==> src/mem_pkg.sv <==
package mem_pkg;

	localparam int MEM_WORDS = 256;                // 64-bit words
	localparam int MEM_IDX_W = $clog2(MEM_WORDS);  // word index width

	// byte offset inside a word, dropped on every memory access
	// so the word index is address bits 10:3
	localparam int MEM_OFS_W = 3;

	typedef logic [MEM_IDX_W-1:0] mem_idx_t;

endpackage

==> src/lsq_pkg.sv <==
package lsq_pkg;

	// store queue geometry
	localparam int SQ_SIZE  = 8;                 // entries, one is always left empty
	localparam int SQ_IDX_W = $clog2(SQ_SIZE);   // index and tag width

	// core datapath widths
	localparam int ADDR_W = 32;
	localparam int DATA_W = 64;

	// queue index, also the tag handed back on dispatch
	// pointer arithmetic relies on this wrapping at SQ_SIZE
	typedef logic [SQ_IDX_W-1:0] sq_idx_t;

	typedef logic [ADDR_W-1:0] addr_t; // byte address
	typedef logic [DATA_W-1:0] data_t; // one 64-bit word

endpackage
==> src/store_commit.sv <==
`timescale 1ns/10ps

module store_commit
	import lsq_pkg::*,
	mem_pkg::*;
(
	input  logic  clock,
	input  logic  reset,

	input  logic  head_valid, // head is retired and its data is ready
	input  addr_t head_addr,
	input  data_t head_data,
	output logic  pop,        // one cycle, advances the queue head

	// four-phase write port
	output logic  mem_req,
	output addr_t mem_addr,
	output data_t mem_wdata,
	input  logic  mem_ack
);

	typedef enum logic [1:0] {
		S_IDLE, // wait for a committed head
		S_REQ,  // req high until ack rises
		S_REL,  // req low until ack falls
		S_POP   // retire the head from the queue
	} state_t;

	state_t state, state_next;

	addr_t lat_addr;
	data_t lat_data;

	assign mem_req   = (state == S_REQ);
	assign pop       = (state == S_POP);
	assign mem_addr  = {lat_addr[ADDR_W-1:MEM_OFS_W], {MEM_OFS_W{1'b0}}}; // word aligned
	assign mem_wdata = lat_data;

	always_comb begin
		state_next = state;
		case (state)
			S_IDLE: if (head_valid) state_next = S_REQ;
			S_REQ:  if (mem_ack) state_next = S_REL;
			S_REL:  if (!mem_ack) state_next = S_POP;
			S_POP:  state_next = S_IDLE; // head moves at this edge
			default: state_next = S_IDLE;
		endcase
	end

	// hold the store stable for the whole handshake
	always_ff @(posedge clock) begin
		if (state == S_IDLE && head_valid) begin
			lat_addr <= head_addr;
			lat_data <= head_data;
		end
	end

	always_ff @(posedge clock) begin
		if (reset)
			state <= S_IDLE;
		else
			state <= state_next;
	end

endmodule

==> config.mk <==
export PLATFORM = sky130hd
export DESIGN_NAME = store_commit
export DESIGN_NICKNAME = d
export VERILOG_FILES = /design/src/mem_pkg.sv /design/src/lsq_pkg.sv /design/src/store_commit.sv
export SDC_FILE = /design/constraint.sdc
export NUM_CORES = 1
export LEC_CHECK = 0
export BUFFER_PORTS_ARGS = -buffer_cell sky130_fd_sc_hd__buf_2
export CORE_ASPECT_RATIO = 0.6
export CORE_MARGIN = 1.5
export CORE_UTILIZATION = 44
export DETAILED_ROUTE_END_ITERATION = 8
export HOLD_SLACK_MARGIN = 0.02
export PLACE_DENSITY = 0.84
export RECOVER_POWER = 100
export SKIP_CTS_REPAIR_TIMING = 1
export SYNTH_ARGS = -nofsm -noshare
export SYNTH_HDL_FRONTEND = slang
export SYNTH_SLANG_ARGS = --single-unit
==> constraint.sdc <==
create_clock -name clock -period 8.2 [get_ports clock]
set_clock_uncertainty 0.1 [all_clocks]
set_input_delay 1.64 -clock clock [delete_from_list [all_inputs] [get_ports clock]]
set_output_delay 1.64 -clock clock [all_outputs]
set_load 0.05 [all_outputs]
* Word-level counts from Yosys, hierarchy flattened
Cells that the tools add are included.
Widths: inputs -> output; s select.
** Operators by class
- Multipliers :: 0
- Muxes and demuxes :: 4
- Order comparisons :: 0
- Equality and inequality tests :: 6
- Reduce and logical (&&, ||, !) cells :: 3
- Shift operators :: 0
- Bitwise operators :: 0
- Add/sub/neg operators :: 0
- Div/mod/pow operators :: 0
** Operator list (count)
- $pmux 2 s4 :: 1
- $mux 2 :: 3
- $eq 2x2->1 const B :: 2
- $ne 2x2->1 const B :: 2
- $reduce_and 3->1 :: 1
- $eq 2x1->1 const B :: 1
- $logic_not 2->1 :: 1
- $ne 2x1->1 const B :: 1
- $logic_and 1x1->1 :: 1
** Storage, ports and cells
- Memory bits (read-only) :: 0
- Input port bits :: 100
- Bits in latches :: 0
- Word-level logic and storage cells :: 16
- Memories kept :: 0
- RAM bits :: 0
- Flip-flop bits (word level) :: 98
- Output and inout bits :: 98

* Depth between registers and ports, before layout
- Depth after elaboration :: 3
- Gate-level depth with buffers :: 5
- Mapped depth without buffers :: 5

* Least setup slack after synthesis
Ideal clock, no wire load.
- Path type :: input to register
- From :: input head_valid
- To :: register lat_addr[10] (enable)
- Cell stages on the path :: 1
- Arrival :: 3.784 ns
- Data required time :: 7.638 ns
- Setup slack :: 3.854 ns
- Buffers on the path :: 0
- Setup time :: 0.462 ns
- Cell sequence :: and2_1
** On the way
- Longest elaborated chain between the ends :: 1
** Ends and longest elaborated chain
- from (decl) :: line store_commit.sv:10 : input logic head_valid,
- $logic_and 1x1->1 :: line store_commit.sv:52 : if (state == S_IDLE && head_valid) begin
- to (signal assigned) :: line store_commit.sv:53 : lat_addr <= head_addr;
- to (decl) :: line store_commit.sv:31 : addr_t lat_addr;
Every way passes these cells.
A chain may end at the register's enable or synchronous reset.

* Final worst setup path
- From :: register state[1]
- To :: output mem_req
** On the way
- Longest elaborated chain between the ends :: 1
** Ends and longest elaborated chain
- from (decl) :: line store_commit.sv:29 : state_t state, state_next;
- from (signal assigned) :: line store_commit.sv:62 : state <= state_next;
- $eq 2x1->1 :: line store_commit.sv:34 : assign mem_req = (state == S_REQ);
- to (decl) :: line store_commit.sv:16 : output logic mem_req,
Every way passes these cells.

==> impl_metrics.tcl <==
set metrics [dict create \
    cts.reportedPaths.clkPinSlew_ns 0.06 \
    critPathMaxFanout 3 \
    routed-wl-met2_um 3150 \
    grtUsageTotal_pct 15.33 \
    synthDistinctLibCells 14 \
    multi_input_area_um2 131.4 \
    r2r_end "lat_addr[9]" \
    cap_violations 0 \
    crit_path_max_incr_delay_ns 0.48 \
    fin_crit_sh_pct 38.74 \
    syn_area_mm2 0.002988 \
    finalHoldViolations 0 \
    end_kind "output port" \
    routed_wl_um 6139 \
    cts_buffers 9 \
    fmax_mhz 314.8 \
    start_util_pct 45.14 \
    leakage_nw 1.598 \
    cts_tree "built" \
    crit_path_cell_trace "inv_1, ha_1, clkbuf_1" \
    reg2regPathDepth 3 \
    grt_pass1_vias 1614 \
    fin_tns_setup_ns 0 \
    clkLatencyLatePin_ns 0.32 \
    syn-instance-count 115 \
    mostFrequentLayoutCell "clkbuf_1" \
    antenna_left 0 \
    via_per_inst 4.410 \
    peakVddDrop_v 0.0003279 \
    cp_slowest_cell "clkbuf_1" \
    yosysSeqAreaShare_pct 94.81 \
    chipWidth_um 109.4 \
    cts_buffer_depth 2 \
    drive_gt1_share_pct 33.75 \
    timing.rr.start "state[0]" \
    layout_common_cells "98 x clkbuf_1, 93 x buf_2, 93 x edfxtp_1, 9 x clkbuf_16, 4 x ha_1" \
    fillers 548 \
    synth-seq-cells 95 \
    drc 0 \
    synth_top_area_share_pct 93.47 \
    drtIter0Drc 78 \
    ff_latch_area_mm2 0.002833 \
    grt_max_degree 94 \
    num_vias 1795 \
    setup_viol 0 \
    cp-start-kind "flip-flop" \
    max_slew.worst_pin.slew_ns 1.176 \
    antenna_found_initial 0 \
    period_needed_ns 3.176 \
    grt_pass1_wl_um 7893 \
    nets 420 \
    num_rows 23 \
    required_ns 6.46 \
    dp_hpwl_um 4487 \
    wire_per_inst_um 15.08 \
    min_to "state[0]" \
    syn2layout_area_growth_pct 40.70 \
    cts_htree_levels 3 \
    yosys.area.top_type "edfxtp_1" \
    synthTopCellsByArea "edfxtp_1 93%, ha_1 1.7%, dfxtp_1 1.3%" \
    wl_met3_um 763 \
    min_from "state[0]" \
    place_congestion 0.7260 \
    drv_slew 0 \
    diodes 0 \
    m1WireLength_um 2206 \
    num_io_pins 198 \
    cts.sinks 95 \
    reg2reg_setup_slack_ns 6.08 \
    holdPathStages 2 \
    top_layer_used "met4" \
    overflow 0 \
    syn_avg_cell_area_um2 25.98 \
    fp.dieArea_mm2 0.007310 \
    rsz0062_at_grt "false" \
    power.density_mw_per_mm2 395.5 \
    status "finished, final reports clean" \
    hold_path.class "reg -> reg" \
    first_pass_iters 4 \
    relSlewSlack_pct 21.57 \
    ys_warn_count 0 \
    cp.arrival_ns 1.44 \
    critical_path_class "reg -> out" \
    die_h_um 66.83 \
    cts-root-buf "clkbuf_16" \
    core_area_mm2 0.006619 \
    post-route-util_pct 63.52 \
    port_buffers 191 \
]
==> how the worst max path moves through the flow <==
stage | startpoint | depth (start not counted) | end
final | state[1] | 3 | mem_req
after global placement | head_valid | 2 | lat_addr[7]
after global routing | state[1] | 3 | mem_req
after detailed placement | head_valid | 2 | lat_addr[7]
after floorplan | head_valid | 1 | lat_addr[10]
after CTS | state[1] | 3 | mem_req
==> cells in the mapped netlist <==
library cell and count:
edfxtp_1 93, ha_1 4, buf_4 3, inv_1 3, dfxtp_1 2, nand2b_1 2, a211oi_1 1, a211oi_2 1
a21oi_1 1, a41o_1 1, and2_1 1, conb_1 1, mux2i_1 1, nor2_1 1
==> state kept, by name, summed over array words and instances (netlist names) <==
| signal | count |
|---|---|
| state | 2 |
| mem_wdata | 64 |
| lat_addr | 29 |
==> area by class of cell <==
cell class	instances	share of cell area, %
clock inverters	6	1.458
multi-input cells	16	3.125
repair buffers	191	19.82
clock buffers	9	5.357
flip-flops and latches	95	67.38
well taps	87	2.589
inverters	3	0.2679
==> where the power goes <==
group          total [W]  switching (W)  internal, W
Sequential      0.000714      0.0000300     0.000684
Clock           0.000394       0.000161     0.000233
Combinational   0.000555       0.000486    0.0000691
==> worst max-delay path, delay by kind of cell, from the launching register on <==
family                   cells  cell delay (ns)
buffers and inverters        2             0.58
flip-flops                   1             0.33
adder cells (fa/ha/maj)      1             0.21
==> stage by stage <==
| step | hold WS [ns] | power, W | setup WS (ns) | instance area (um2) | std cells |
|---|---|---|---|---|---|
| 2_1_floorplan | 0.4501 | 0.001177 | 3.854 | 2995 | 117 |
| 3_3_place_gp | 0.4866 | 0.001295 | 5.062 | 4040 | 392 |
| 3_5_place_dp | 0.4950 | 0.001309 | 5.006 | 4040 | 392 |
| 4_1_cts | 0.5042 | 0.001706 | 5.217 | 4327 | 407 |
| 5_1_grt | 0.5556 | 0.001726 | 4.928 | 4204 | 407 |
| 6_report | 0.5090 | 0.001663 | 5.024 | 4204 | 407 |
==> layer usage <==
layer / global-route usage, % / vias to the layer above
met5: 0 / -
met1: 16.71 / 841
li1: - / 846
met3: 8.611 / 2
met4: 4.383 / 0
met2: 25.78 / 106
==> kinds of logic after synthesis <==
logic type,after synthesis,synth area share [%]
compound gates,4,1.172
mux,1,0.3350
flops,95,94.81
fa+ha+maj,4,1.675
simple gates,4,0.7537
other cells,1,0.1255
buf+inv,6,1.131
No activity file was read; power rests on OpenSTA's default activity.
