<file path="config.mk">
export PLATFORM = sky130hd
export DESIGN_NAME = store_queue
export DESIGN_NICKNAME = d
export VERILOG_FILES = /design/src/lsq_pkg.sv /design/src/store_queue.sv /design/src/forward_select.sv
export SDC_FILE = /design/constraint.sdc
export NUM_CORES = 2
export LEC_CHECK = 0
export BUFFER_PORTS_ARGS = -buffer_cell sky130_fd_sc_hd__buf_2
export CAP_MARGIN = 20
export CELL_PAD_IN_SITES_DETAIL_PLACEMENT = 0
export CELL_PAD_IN_SITES_GLOBAL_PLACEMENT = 1
export CORE_MARGIN = 5
export CORE_UTILIZATION = 47
export DETAILED_ROUTE_END_ITERATION = 6
export HOLD_SLACK_MARGIN = 0.08
export PLACE_DENSITY_LB_ADDON = 0.1
export SLEW_MARGIN = 20
export SYNTH_ARGS = -nofsm -noshare
export SYNTH_HDL_FRONTEND = slang
export SYNTH_SLANG_ARGS = --single-unit
</file>
<file path="constraint.sdc">
create_clock -name clock -period 10.6 [get_ports clock]
set_input_delay 1.59 -clock clock [delete_from_list [all_inputs] [get_ports clock]]
set_output_delay 1.59 -clock clock [all_outputs]
set_load 0.01 [all_outputs]
</file>
<file path="src/lsq_pkg.sv">
package lsq_pkg;

	// store queue geometry
	localparam int SQ_SIZE  = 8;                 // entries, one is always left empty
	localparam int SQ_IDX_W = $clog2(SQ_SIZE);   // index and tag width

	// core datapath widths
	localparam int ADDR_W = 32;
	localparam int DATA_W = 64;

	// queue index, also the tag handed back on dispatch
	// pointer arithmetic relies on this wrapping at SQ_SIZE
	typedef logic [SQ_IDX_W-1:0] sq_idx_t;

	typedef logic [ADDR_W-1:0] addr_t; // byte address
	typedef logic [DATA_W-1:0] data_t; // one 64-bit word

endpackage
</file>
<file path="src/store_queue.sv">
`timescale 1ns/10ps

module store_queue
	import lsq_pkg::*;
(
	input  logic    clock,
	input  logic    reset,

	// dispatch, in program order
	input  logic    dispatch_en,
	input  addr_t   dispatch_addr,
	input  logic    dispatch_addr_ready, // 0 for an indirect store
	input  data_t   dispatch_data,
	input  logic    dispatch_data_ready,

	// execute fill-in by tag
	input  logic    ex_en,
	input  sq_idx_t ex_index,
	input  addr_t   ex_addr,
	input  logic    ex_addr_en,
	input  data_t   ex_data,
	input  logic    ex_data_en,

	input  logic    rt_en, // retire the next store

	// load lookup
	input  logic    rd_en,
	input  addr_t   addr_rd,
	input  sq_idx_t ld_pos,

	input  logic    pop, // head went to memory

	output sq_idx_t tail_out,
	output logic    full,

	// drain side
	output logic    head_valid,
	output addr_t   head_addr,
	output data_t   head_data,

	output data_t   fwd_data,
	output logic    fwd_hit
);

	addr_t             addr [SQ_SIZE];
	addr_t             addr_next [SQ_SIZE];
	data_t             data [SQ_SIZE];
	data_t             data_next [SQ_SIZE];
	logic [SQ_SIZE-1:0] addr_ready, addr_ready_next;
	logic [SQ_SIZE-1:0] data_ready, data_ready_next;

	sq_idx_t head, head_next; // oldest store
	sq_idx_t rt, rt_next;     // first store not yet retired
	sq_idx_t tail, tail_next; // next free slot

	logic [SQ_SIZE-1:0] match_vec;
	sq_idx_t            sel_idx;
	logic               sel_hit;

	assign tail_out   = tail;
	assign full       = (tail + 1'b1 == head);
	assign head_valid = (head != rt) && data_ready[head]; // committed and data known
	assign head_addr  = addr[head];
	assign head_data  = data[head];

	// next state: pop, then execute, then dispatch
	always_comb begin
		addr_next       = addr;
		data_next       = data;
		addr_ready_next = addr_ready;
		data_ready_next = data_ready;
		head_next       = head;
		rt_next         = rt;
		tail_next       = tail;

		if (pop) begin
			addr_ready_next[head_next] = 1'b0;
			data_ready_next[head_next] = 1'b0;
			head_next = head_next + 1'b1;
		end

		if (rt_en && (rt != tail)) // retire pointer stops at the tail
			rt_next = rt + 1'b1;

		if (ex_en) begin
			if (ex_addr_en) begin
				addr_next[ex_index]       = ex_addr;
				addr_ready_next[ex_index] = 1'b1;
			end
			if (ex_data_en) begin
				data_next[ex_index]       = ex_data;
				data_ready_next[ex_index] = 1'b1;
			end
		end

		// a dispatch into a full queue is dropped
		if (dispatch_en && (tail_next + 1'b1 != head_next)) begin
			addr_next[tail_next]       = dispatch_addr;
			addr_ready_next[tail_next] = dispatch_addr_ready;
			data_next[tail_next]       = dispatch_data;
			data_ready_next[tail_next] = dispatch_data_ready;
			tail_next = tail_next + 1'b1;
		end
	end

	// match on next state so same-cycle writes are visible to the load
	always_comb begin
		sq_idx_t off;
		sq_idx_t span;
		span = ld_pos - head_next;
		for (int i = 0; i < SQ_SIZE; i++) begin
			off = sq_idx_t'(i) - head_next; // age of slot i from head
			match_vec[i] = rd_en && (off < span) && addr_ready_next[i]
				&& (addr_next[i] == addr_rd);
		end
	end

	forward_select u_forward_select (
		.match_vec (match_vec),
		.head      (head_next),
		.ld_pos    (ld_pos),
		.sel_idx   (sel_idx),
		.sel_hit   (sel_hit)
	);

	assign fwd_data = data_next[sel_idx];
	assign fwd_hit  = sel_hit;

	// payload
	always_ff @(posedge clock) begin
		addr <= addr_next;
		data <= data_next;
	end

	always_ff @(posedge clock) begin
		if (reset) begin
			addr_ready <= '0;
			data_ready <= '0;
			head       <= '0;
			rt         <= '0;
			tail       <= '0;
		end else begin
			addr_ready <= addr_ready_next;
			data_ready <= data_ready_next;
			head       <= head_next;
			rt         <= rt_next;
			tail       <= tail_next;
		end
	end

endmodule

</file>
<file path="src/forward_select.sv">
`timescale 1ns/10ps

module forward_select
	import lsq_pkg::*;
(
	input  logic [SQ_SIZE-1:0] match_vec, // per-entry hit, already limited to the window
	input  sq_idx_t            head,      // oldest entry still in the queue
	input  sq_idx_t            ld_pos,    // tail when the load was dispatched
	output sq_idx_t            sel_idx,
	output logic               sel_hit
);

	sq_idx_t span; // number of stores older than the load
	sq_idx_t idx;

	assign span = ld_pos - head;

	// walk from the oldest slot toward ld_pos - 1 so that a later (younger)
	// hit overwrites an earlier one
	always_comb begin
		sel_idx = head;
		sel_hit = 1'b0;
		idx     = head;
		for (int k = SQ_SIZE - 1; k >= 0; k--) begin
			idx = ld_pos - sq_idx_t'(k + 1); // k = 0 is the youngest older store
			if ((sq_idx_t'(k) < span) && match_vec[idx]) begin
				sel_idx = idx;
				sel_hit = 1'b1;
			end
		end
	end

endmodule

</file>
# Word level (Yosys, flattened, before mapping)
# Index checks and enable logic that the tools add are counted.
[word_totals]
elab_cells = 215
ff_bits = 793
output_inout_bits = 166
[classes]
mux = 78
n_addsub = 19
n_reduce_logical = 40
bitwise_logic = 9
magnitude_cmp = 36
n_eq_ne = 12
[ops]
columns = ["operator", "count"]
rows = [
  ["512-bit 2-to-1 mux", 3],
  ["512-bit bitwise mux", 2],
  ["256-bit 2-to-1 mux", 3],
  ["256-bit bitwise mux", 2],
  ["64-bit binary-select mux with 3-bit select", 2],
  ["64-bit demux with 3-bit select", 2],
  ["64-bit 2-to-1 mux", 6],
  ["32-bit equality test", 8],
  ["32-bit demux with 3-bit select", 2],
  ["32-bit 2-to-1 mux", 4],
  ["32-bit binary-select mux with 3-bit select", 1],
  ["8-bit 2-to-1 mux", 8],
  ["3-bit by 4-bit < comparator with 1-bit output (second input constant)", 11],
  ["1-bit logical AND", 40],
  ["1-bit binary-select mux with 3-bit select", 9],
  ["3-bit 2-to-1 mux", 9],
  ["3-bit < comparator", 8],
  ["1-bit 2-to-1 mux", 20],
  ["8-bit bitwise AND", 2],
  ["8-bit bitwise mux", 2],
  ["4-bit >= comparator (second input constant)", 4],
  ["3-bit inverter with 4-bit output", 4],
  ["8-bit bitwise OR", 2],
  ["3-bit < comparator (first input constant)", 4],
  ["16 further kinds", 36],
]

# Depth between registers and ports, before layout
[depth]
ltp_word = 29
ltp_mapped = 31
depth_no_buf = 24

# Cells and area by module
# From an unflattened synthesis, not the netlist that was laid out.
[hier_totals]
cells_unflattened = 4761
area_unflattened_um2 = 47451.8
[by_module_without_submodules]
columns = ["mod", "area_each_um2", "cells_per_inst", "instances"]
rows = [
  ["store_queue", 46589.7, 4655, 1],
  ["forward_select", 862.1, 106, 1],
]

# Worst setup path after synthesis
# Ideal clock, no wire load.
[synth_path]
path_type = "in2out"
startpoint = "input pop"
endpoint = "output fwd_data[0]"
setup_slack_ps = 811
arrival_ps = 8199
n_path_buf = 4
path_stages = 28
path_cell_list = "buf_4 clkbuf_1 xnor2_1 inv_1 ha_1 fa_1 xor2_1 xnor2_1 clkinv_1 ha_1 nand2b_1 a2111o_1 a211oi_1 a31oi_1 a21o_1 or4_1 nor3_2 nor3_1 or3_1 or4_1 o211a_1 o21ai_1 nand2_1 buf_6 buf_2 mux2i_1 a22o_1 nor3_1"
[synth_via]
word_cells_on_any_way = 104
[synth_rtl]
columns = ["element", "line_no", "rtl"]
rows = [
  ["start: declaration", "store_queue.sv:31", "input logic pop,"],
  ["3-bit 2-to-1 mux (*)", "store_queue.sv:76", "if (pop) begin"],
  ["via head_next[0]", "store_queue.sv:52", "sq_idx_t head, head_next;"],
  ["1-bit by 3-bit subtractor with 3-bit output, or another cell as far along", "store_queue.sv:112", "off = sq_idx_t'(i) - head_next;"],
  ["3-bit < comparator or 1-bit logical AND (tied branches)", "store_queue.sv:113, store_queue.sv:97", ""],
  ["1-bit logical AND, or another cell as far along", "store_queue.sv:113", "match_vec[i] = rd_en && (off < span) && addr_ready_next[i]"],
  ["1-bit logical AND or 32-bit equality test (tied branches)", "store_queue.sv:113, store_queue.sv:114", ""],
  ["1-bit logical AND", "store_queue.sv:114", "&& (addr_next[i] == addr_rd);"],
  ["1-bit binary-select mux with 3-bit select", "forward_select.sv:26", "if ((sq_idx_t'(k) < span) && match_vec[idx]) begin"],
  ["1-bit 2-to-1 mux (not written as such)", "forward_select.sv:26", ""],
  ["1-bit logical AND", "forward_select.sv:26", ""],
  ["3-bit 2-to-1 mux (8 in series)", "forward_select.sv:26", ""],
  ["3-bit inverter with 4-bit output (not written as such)", "store_queue.sv:126", "assign fwd_data = data_next[sel_idx];"],
  ["64-bit binary-select mux with 3-bit select (*)", "store_queue.sv:126", ""],
  ["64-bit 2-to-1 mux (not written as such) (*) (2 in series)", "store_queue.sv:126", ""],
  ["end: declaration", "store_queue.sv:41", "output data_t fwd_data,"],
]
# Mark *: on every way through the listed nets, which the timed path passes. The rest lies on a longest branch. The select of a mux whose other input is x is not followed.

# Worst setup path after layout
[layout_path]
startpoint = "input pop"
endpoint = "output fwd_data[19]"
[layout_via]
elab_chain_len = 23
word_cells_on_any_way = 104
[layout_lines]
columns = ["element", "line_no"]
rows = [
  ["branches (longest 20 deep; another with 1-bit by 3-bit subtractor with 3-bit output)", "--"],
  ["64-bit binary-select mux with 3-bit select (*)", "store_queue.sv:126"],
  ["64-bit 2-to-1 mux (not written as such) (*) (2 in series)", "store_queue.sv:126"],
]
# Mark *: on every way between the ends. The select of a mux whose other input is x is not followed.

==> flow_summary_export.csv <==
group,metric,value,unit
global_route,first_global_vias,45606,
timing,rsz0062_at_grt,"false",
clock_network,clock_tree.buffer_depth,3,
synth,ys_dominant_reg_cell,"dfxtp_1",
detailed_routing,initialDrtViolationCount,5437,
detailed_routing,wl_per_cell,30.3,um
floorplan,io-pin-count,407,
place,port_buffers,406,
detailed_routing,wl,221000,um
job,max_capacitance_violation_count,0,
floorplan,floorplan.die.height,342,um
synth,yosys.area.top_type,"dfxtp_1",
floorplan,die-width,342,um
global_route,grtUsageTotal,36.2,%
timing,setup_viol,0,
run_status,status,"complete, but fails checks",
clock_network,cts_setup_buffers,0,
synth,ys_seq_area_share,30.7,%
synth,mappedNetlistArea,0.0518,sq mm
timing,finalClockSkew,0.0228,ns
worst_setup_path,crit_path_cell_trace,"buf_2 -> buf_4 -> and2_1 -> xnor3_4 -> o311ai_4 -> buf_4 -> mux2_2 -> xnor2_1 -> nor4_1 -> nand3_1 -> nor3_4 -> nor3_1 -> or3_1 -> or4_1 -> o211a_1 -> o21ai_1 -> nand2_4 -> buf_12 -> buf_12 -> a2111oi_0 -> a21o_1 -> nor3_2 -> buf_2",
synth,postSynthCellCount,5717,
synth,edff_count_synth,0,
detailed_routing,routed_via_density,6.42,
worst_setup_path,worstPathMaxFanout,29,
timing,slew_viols_final,0,
synth,synth.most_common_cell,"mux2i_1",
place,place.gp.congestion,1.04,
run_status,violated_checks,"design-rule violations",
worst_setup_path,worstPathRequired,9.01,ns
worst_setup_path,worstPathArrival,8.69,ns
timing,slew_headroom,16.3,%
timing,worst_slew_pin_slew,1.26,ns
floorplan,coreArea,0.109,sq mm
timing,achievable-frequency,97.3,MHz
timing,hold_violations,0,
worst_setup_path,type_of_origin_of_the_critical_path,"primary input",
place,detailed_place_hpwl,144000,um
clock_network,cts-root-buf,"clkbuf_16",
cells_and_area,design.final.nets,6009,
clock_network,cts.repair.resized,0,
synth,async_reset_ff_share,0,%
synth,syn_area_per_cell,9.06,sq um
timing,totalNegativeSetupSlack,0,ns
synth,synth_cell_types,107,
synth,ys_seq_elements,793,
clock_network,cts_htree_levels,3,
cells_and_area,fraction_of_layout_cells_with_a_size_suffix_above_1,21.7,%
synth,synth_top_area_share,30.7,%
hold_path,timing.hold.worst.class,"flip-flop to flip-flop",
timing,timing.final.crit_share,96.9,%
detailed_routing,vias,47012,
cells_and_area,stdcell_count,7320,
timing,final_period_minus_worst_setup_slack,10.28,ns
clock_network,holdBufCountCts,0,
worst_setup_path,critPathKind,"primary input to primary output",
place,dpl.cell_count,7128,
detailed_routing,detail-route-antenna-nets,0,
global_route,grt-ovfl-total,0,
global_route,grt_start_max_net_pins,136,
worst_setup_path,critical_path.max_stage_delay,0.80,ns
clock_network,clk_latency,0.69,ns
power,powerDensity,272,mW/mm^2
detailed_routing,drc_viols,1,
clock_network,cts_inserted_buffers,95,
worst_setup_path,timing.critical_path.to_type,"primary output",
cells_and_area,filler_cell_count,10071,
worst_setup_path,cpMaxStageDelayCell,"o311ai_4",
detailed_routing,drtPass1Iterations,7,
synth,synth_area_leaders,"dfxtp_1 (31%), mux2i_1 (16%), mux4_2 (8.4%)",
clock_network,cts_tree,"yes",
power,peakVddDrop,143,uV
floorplan,floorplan_die_area,0.117,sq mm
power,power.static_leakage,22.7,nW
global_route,grt_pass1_wl,319000,um
worst_setup_path,critical_path_buf_inv_count,6,
synth,postSynthNetCount,5977,
clock_network,clk_pin_slew_worst_paths,0.06,ns
floorplan,floorplan.initialDensity,47.4,%
global_route,number_of_antenna_violations_at_the_first_check_in_global_routing,45,
cells_and_area,area_growth_syn_to_layout,12.2,%
floorplan,fp-row-count,121,
worst_setup_path,cp_top_family,"simple AND/OR/NAND/NOR gates",
clock_network,cts.sink_count,793,
synth,synth.top_cells.by_count,"mux2i_1 (810), dfxtp_1 (793), nand2_1 (460), o21ai_0 (422), clkbuf_1 (356)",
synth,ys.warnings.count,0,
## layout by cell type, fill, tap and decap left out, types with 21 or more instances in the layout
cell type | synthesis | final
clkbuf_8 | 0 | 21
nor4_1 | 34 | 34
inv_1 | 164 | 164
a211oi_1 | 68 | 68
mux2_2 | 153 | 153
nand2_1 | 460 | 453
dfxtp_1 | 793 | 790
a2111oi_0 | 64 | 64
nand4_1 | 35 | 35
nor3_1 | 142 | 140
clkbuf_1 | 356 | 23
xnor2_1 | 198 | 198
nand2b_1 | 27 | 26
clkbuf_16 | 0 | 98
and2_1 | 78 | 76
buf_12 | 0 | 33
nor2_1 | 260 | 248
mux4_2 | 194 | 194
mux2i_1 | 810 | 810
o22a_1 | 54 | 54
xor2_1 | 39 | 39
buf_4 | 10 | 164
mux2_1 | 39 | 39
o32a_1 | 31 | 31
o21ai_0 | 422 | 422
a22o_1 | 68 | 68
nand3_1 | 49 | 48
a21oi_1 | 355 | 355
diode_2 | 0 | 29
nor3_2 | 62 | 64
a32oi_1 | 52 | 52
a21o_1 | 70 | 69
o22ai_1 | 43 | 43
buf_2 | 71 | 406
## flip-flops by register name, summed over array words and instances, names as in the netlist
signal,flops
addr,256
addr_ready,8
data,512
data_ready,8
head,3
rt,3
tail_out,3
## final timing paths
| path | slack (ns) | endpoint | cells past startpoint | from |
|---|---|---|---|---|
| worst min register to register | 0.50 | data_ready[0] | 2 | data_ready[0] |
| worst max-delay path | 0.32 | fwd_data[19] | 23 | pop |
| worst min-delay path | 0.50 | data_ready[0] | 2 | data_ready[0] |
| worst max register to register | 5.22 | data[74] | 8 | head[1] |
## final cells by class
cell class / instances / area, sq um / area share [%]
Multi-Input combinational cell: 4088 / 32600 / 56.1
Sequential cell: 793 / 15900 / 27.3
Timing Repair Buffer: 603 / 3920 / 6.75
Clock buffer: 142 / 2830 / 4.86
Tap cell: 1476 / 1850 / 3.18
Inverter: 168 / 632 / 1.09
Clock inverter: 21 / 332 / 0.570
Antenna cell: 29 / 72.6 / 0.125
## worst min-delay path, delay by kind of cell (launching register included)
kind | cells | cell delay (ns)
flip-flops | 1 | 0.31
AO/OA/AOI/OAI | 1 | 0.08
AND/OR/NAND/NOR | 1 | 0.06
## logic make-up (layout without fill, tap and decap cells)
family                   after synthesis  in the layout  share of synthesized area, %
other                                  0             29                             0
multiplexers                        1203           1203                          28.5
buffers and inverters                836            934                          6.86
adder cells (fa/ha/maj)               20             20                         0.493
AND/OR/NAND/NOR                     1236           1236                          11.9
flip-flops                           793            793                          30.7
XOR/XNOR                             240            240                          4.13
AO/OA/AOI/OAI                       1389           1389                          17.5
## stage by stage
| step | hold slack (ns) | util [%] | instance area [sq um] | power [mW] | worst slack (ns) |
|---|---|---|---|---|---|
| 2_1_floorplan | 0.456 | - | 51800 | 9.76 | 0.811 |
| 3_3_place_gp | 0.472 | 50.3 | 54900 | 12.2 | 0.488 |
| 3_5_place_dp | 0.482 | 50.3 | 54900 | 12.3 | 0.575 |
| 4_1_cts | 0.491 | 53.2 | 58100 | 15.7 | 0.553 |
| 5_1_grt | 0.527 | 53.2 | 58100 | 16.6 | 0.0795 |
| 6_report | 0.497 | 53.3 | 58100 | 15.8 | 0.325 |
## report_power, final
group	leakage (nW)	switching (mW)	total, mW	internal (mW)
Clock	1.56	1.40	3.42	2.02
Sequential	6.67	0.662	4.91	4.24
Combinational	14.5	4.26	7.50	3.24
Total	22.7	6.32	15.8	9.51
## per-layer routing
layer  vias up  routed length (um)  global-route usage (%)
met2      2691               95900                    54.8
met5         -                 186                       0
li1      20976                   -                       -
met4        24               11700                    16.8
met3       636               24600                    9.94
met1     22685               89100                    48.2
Note: power is estimated with default switching activity, not from simulation.
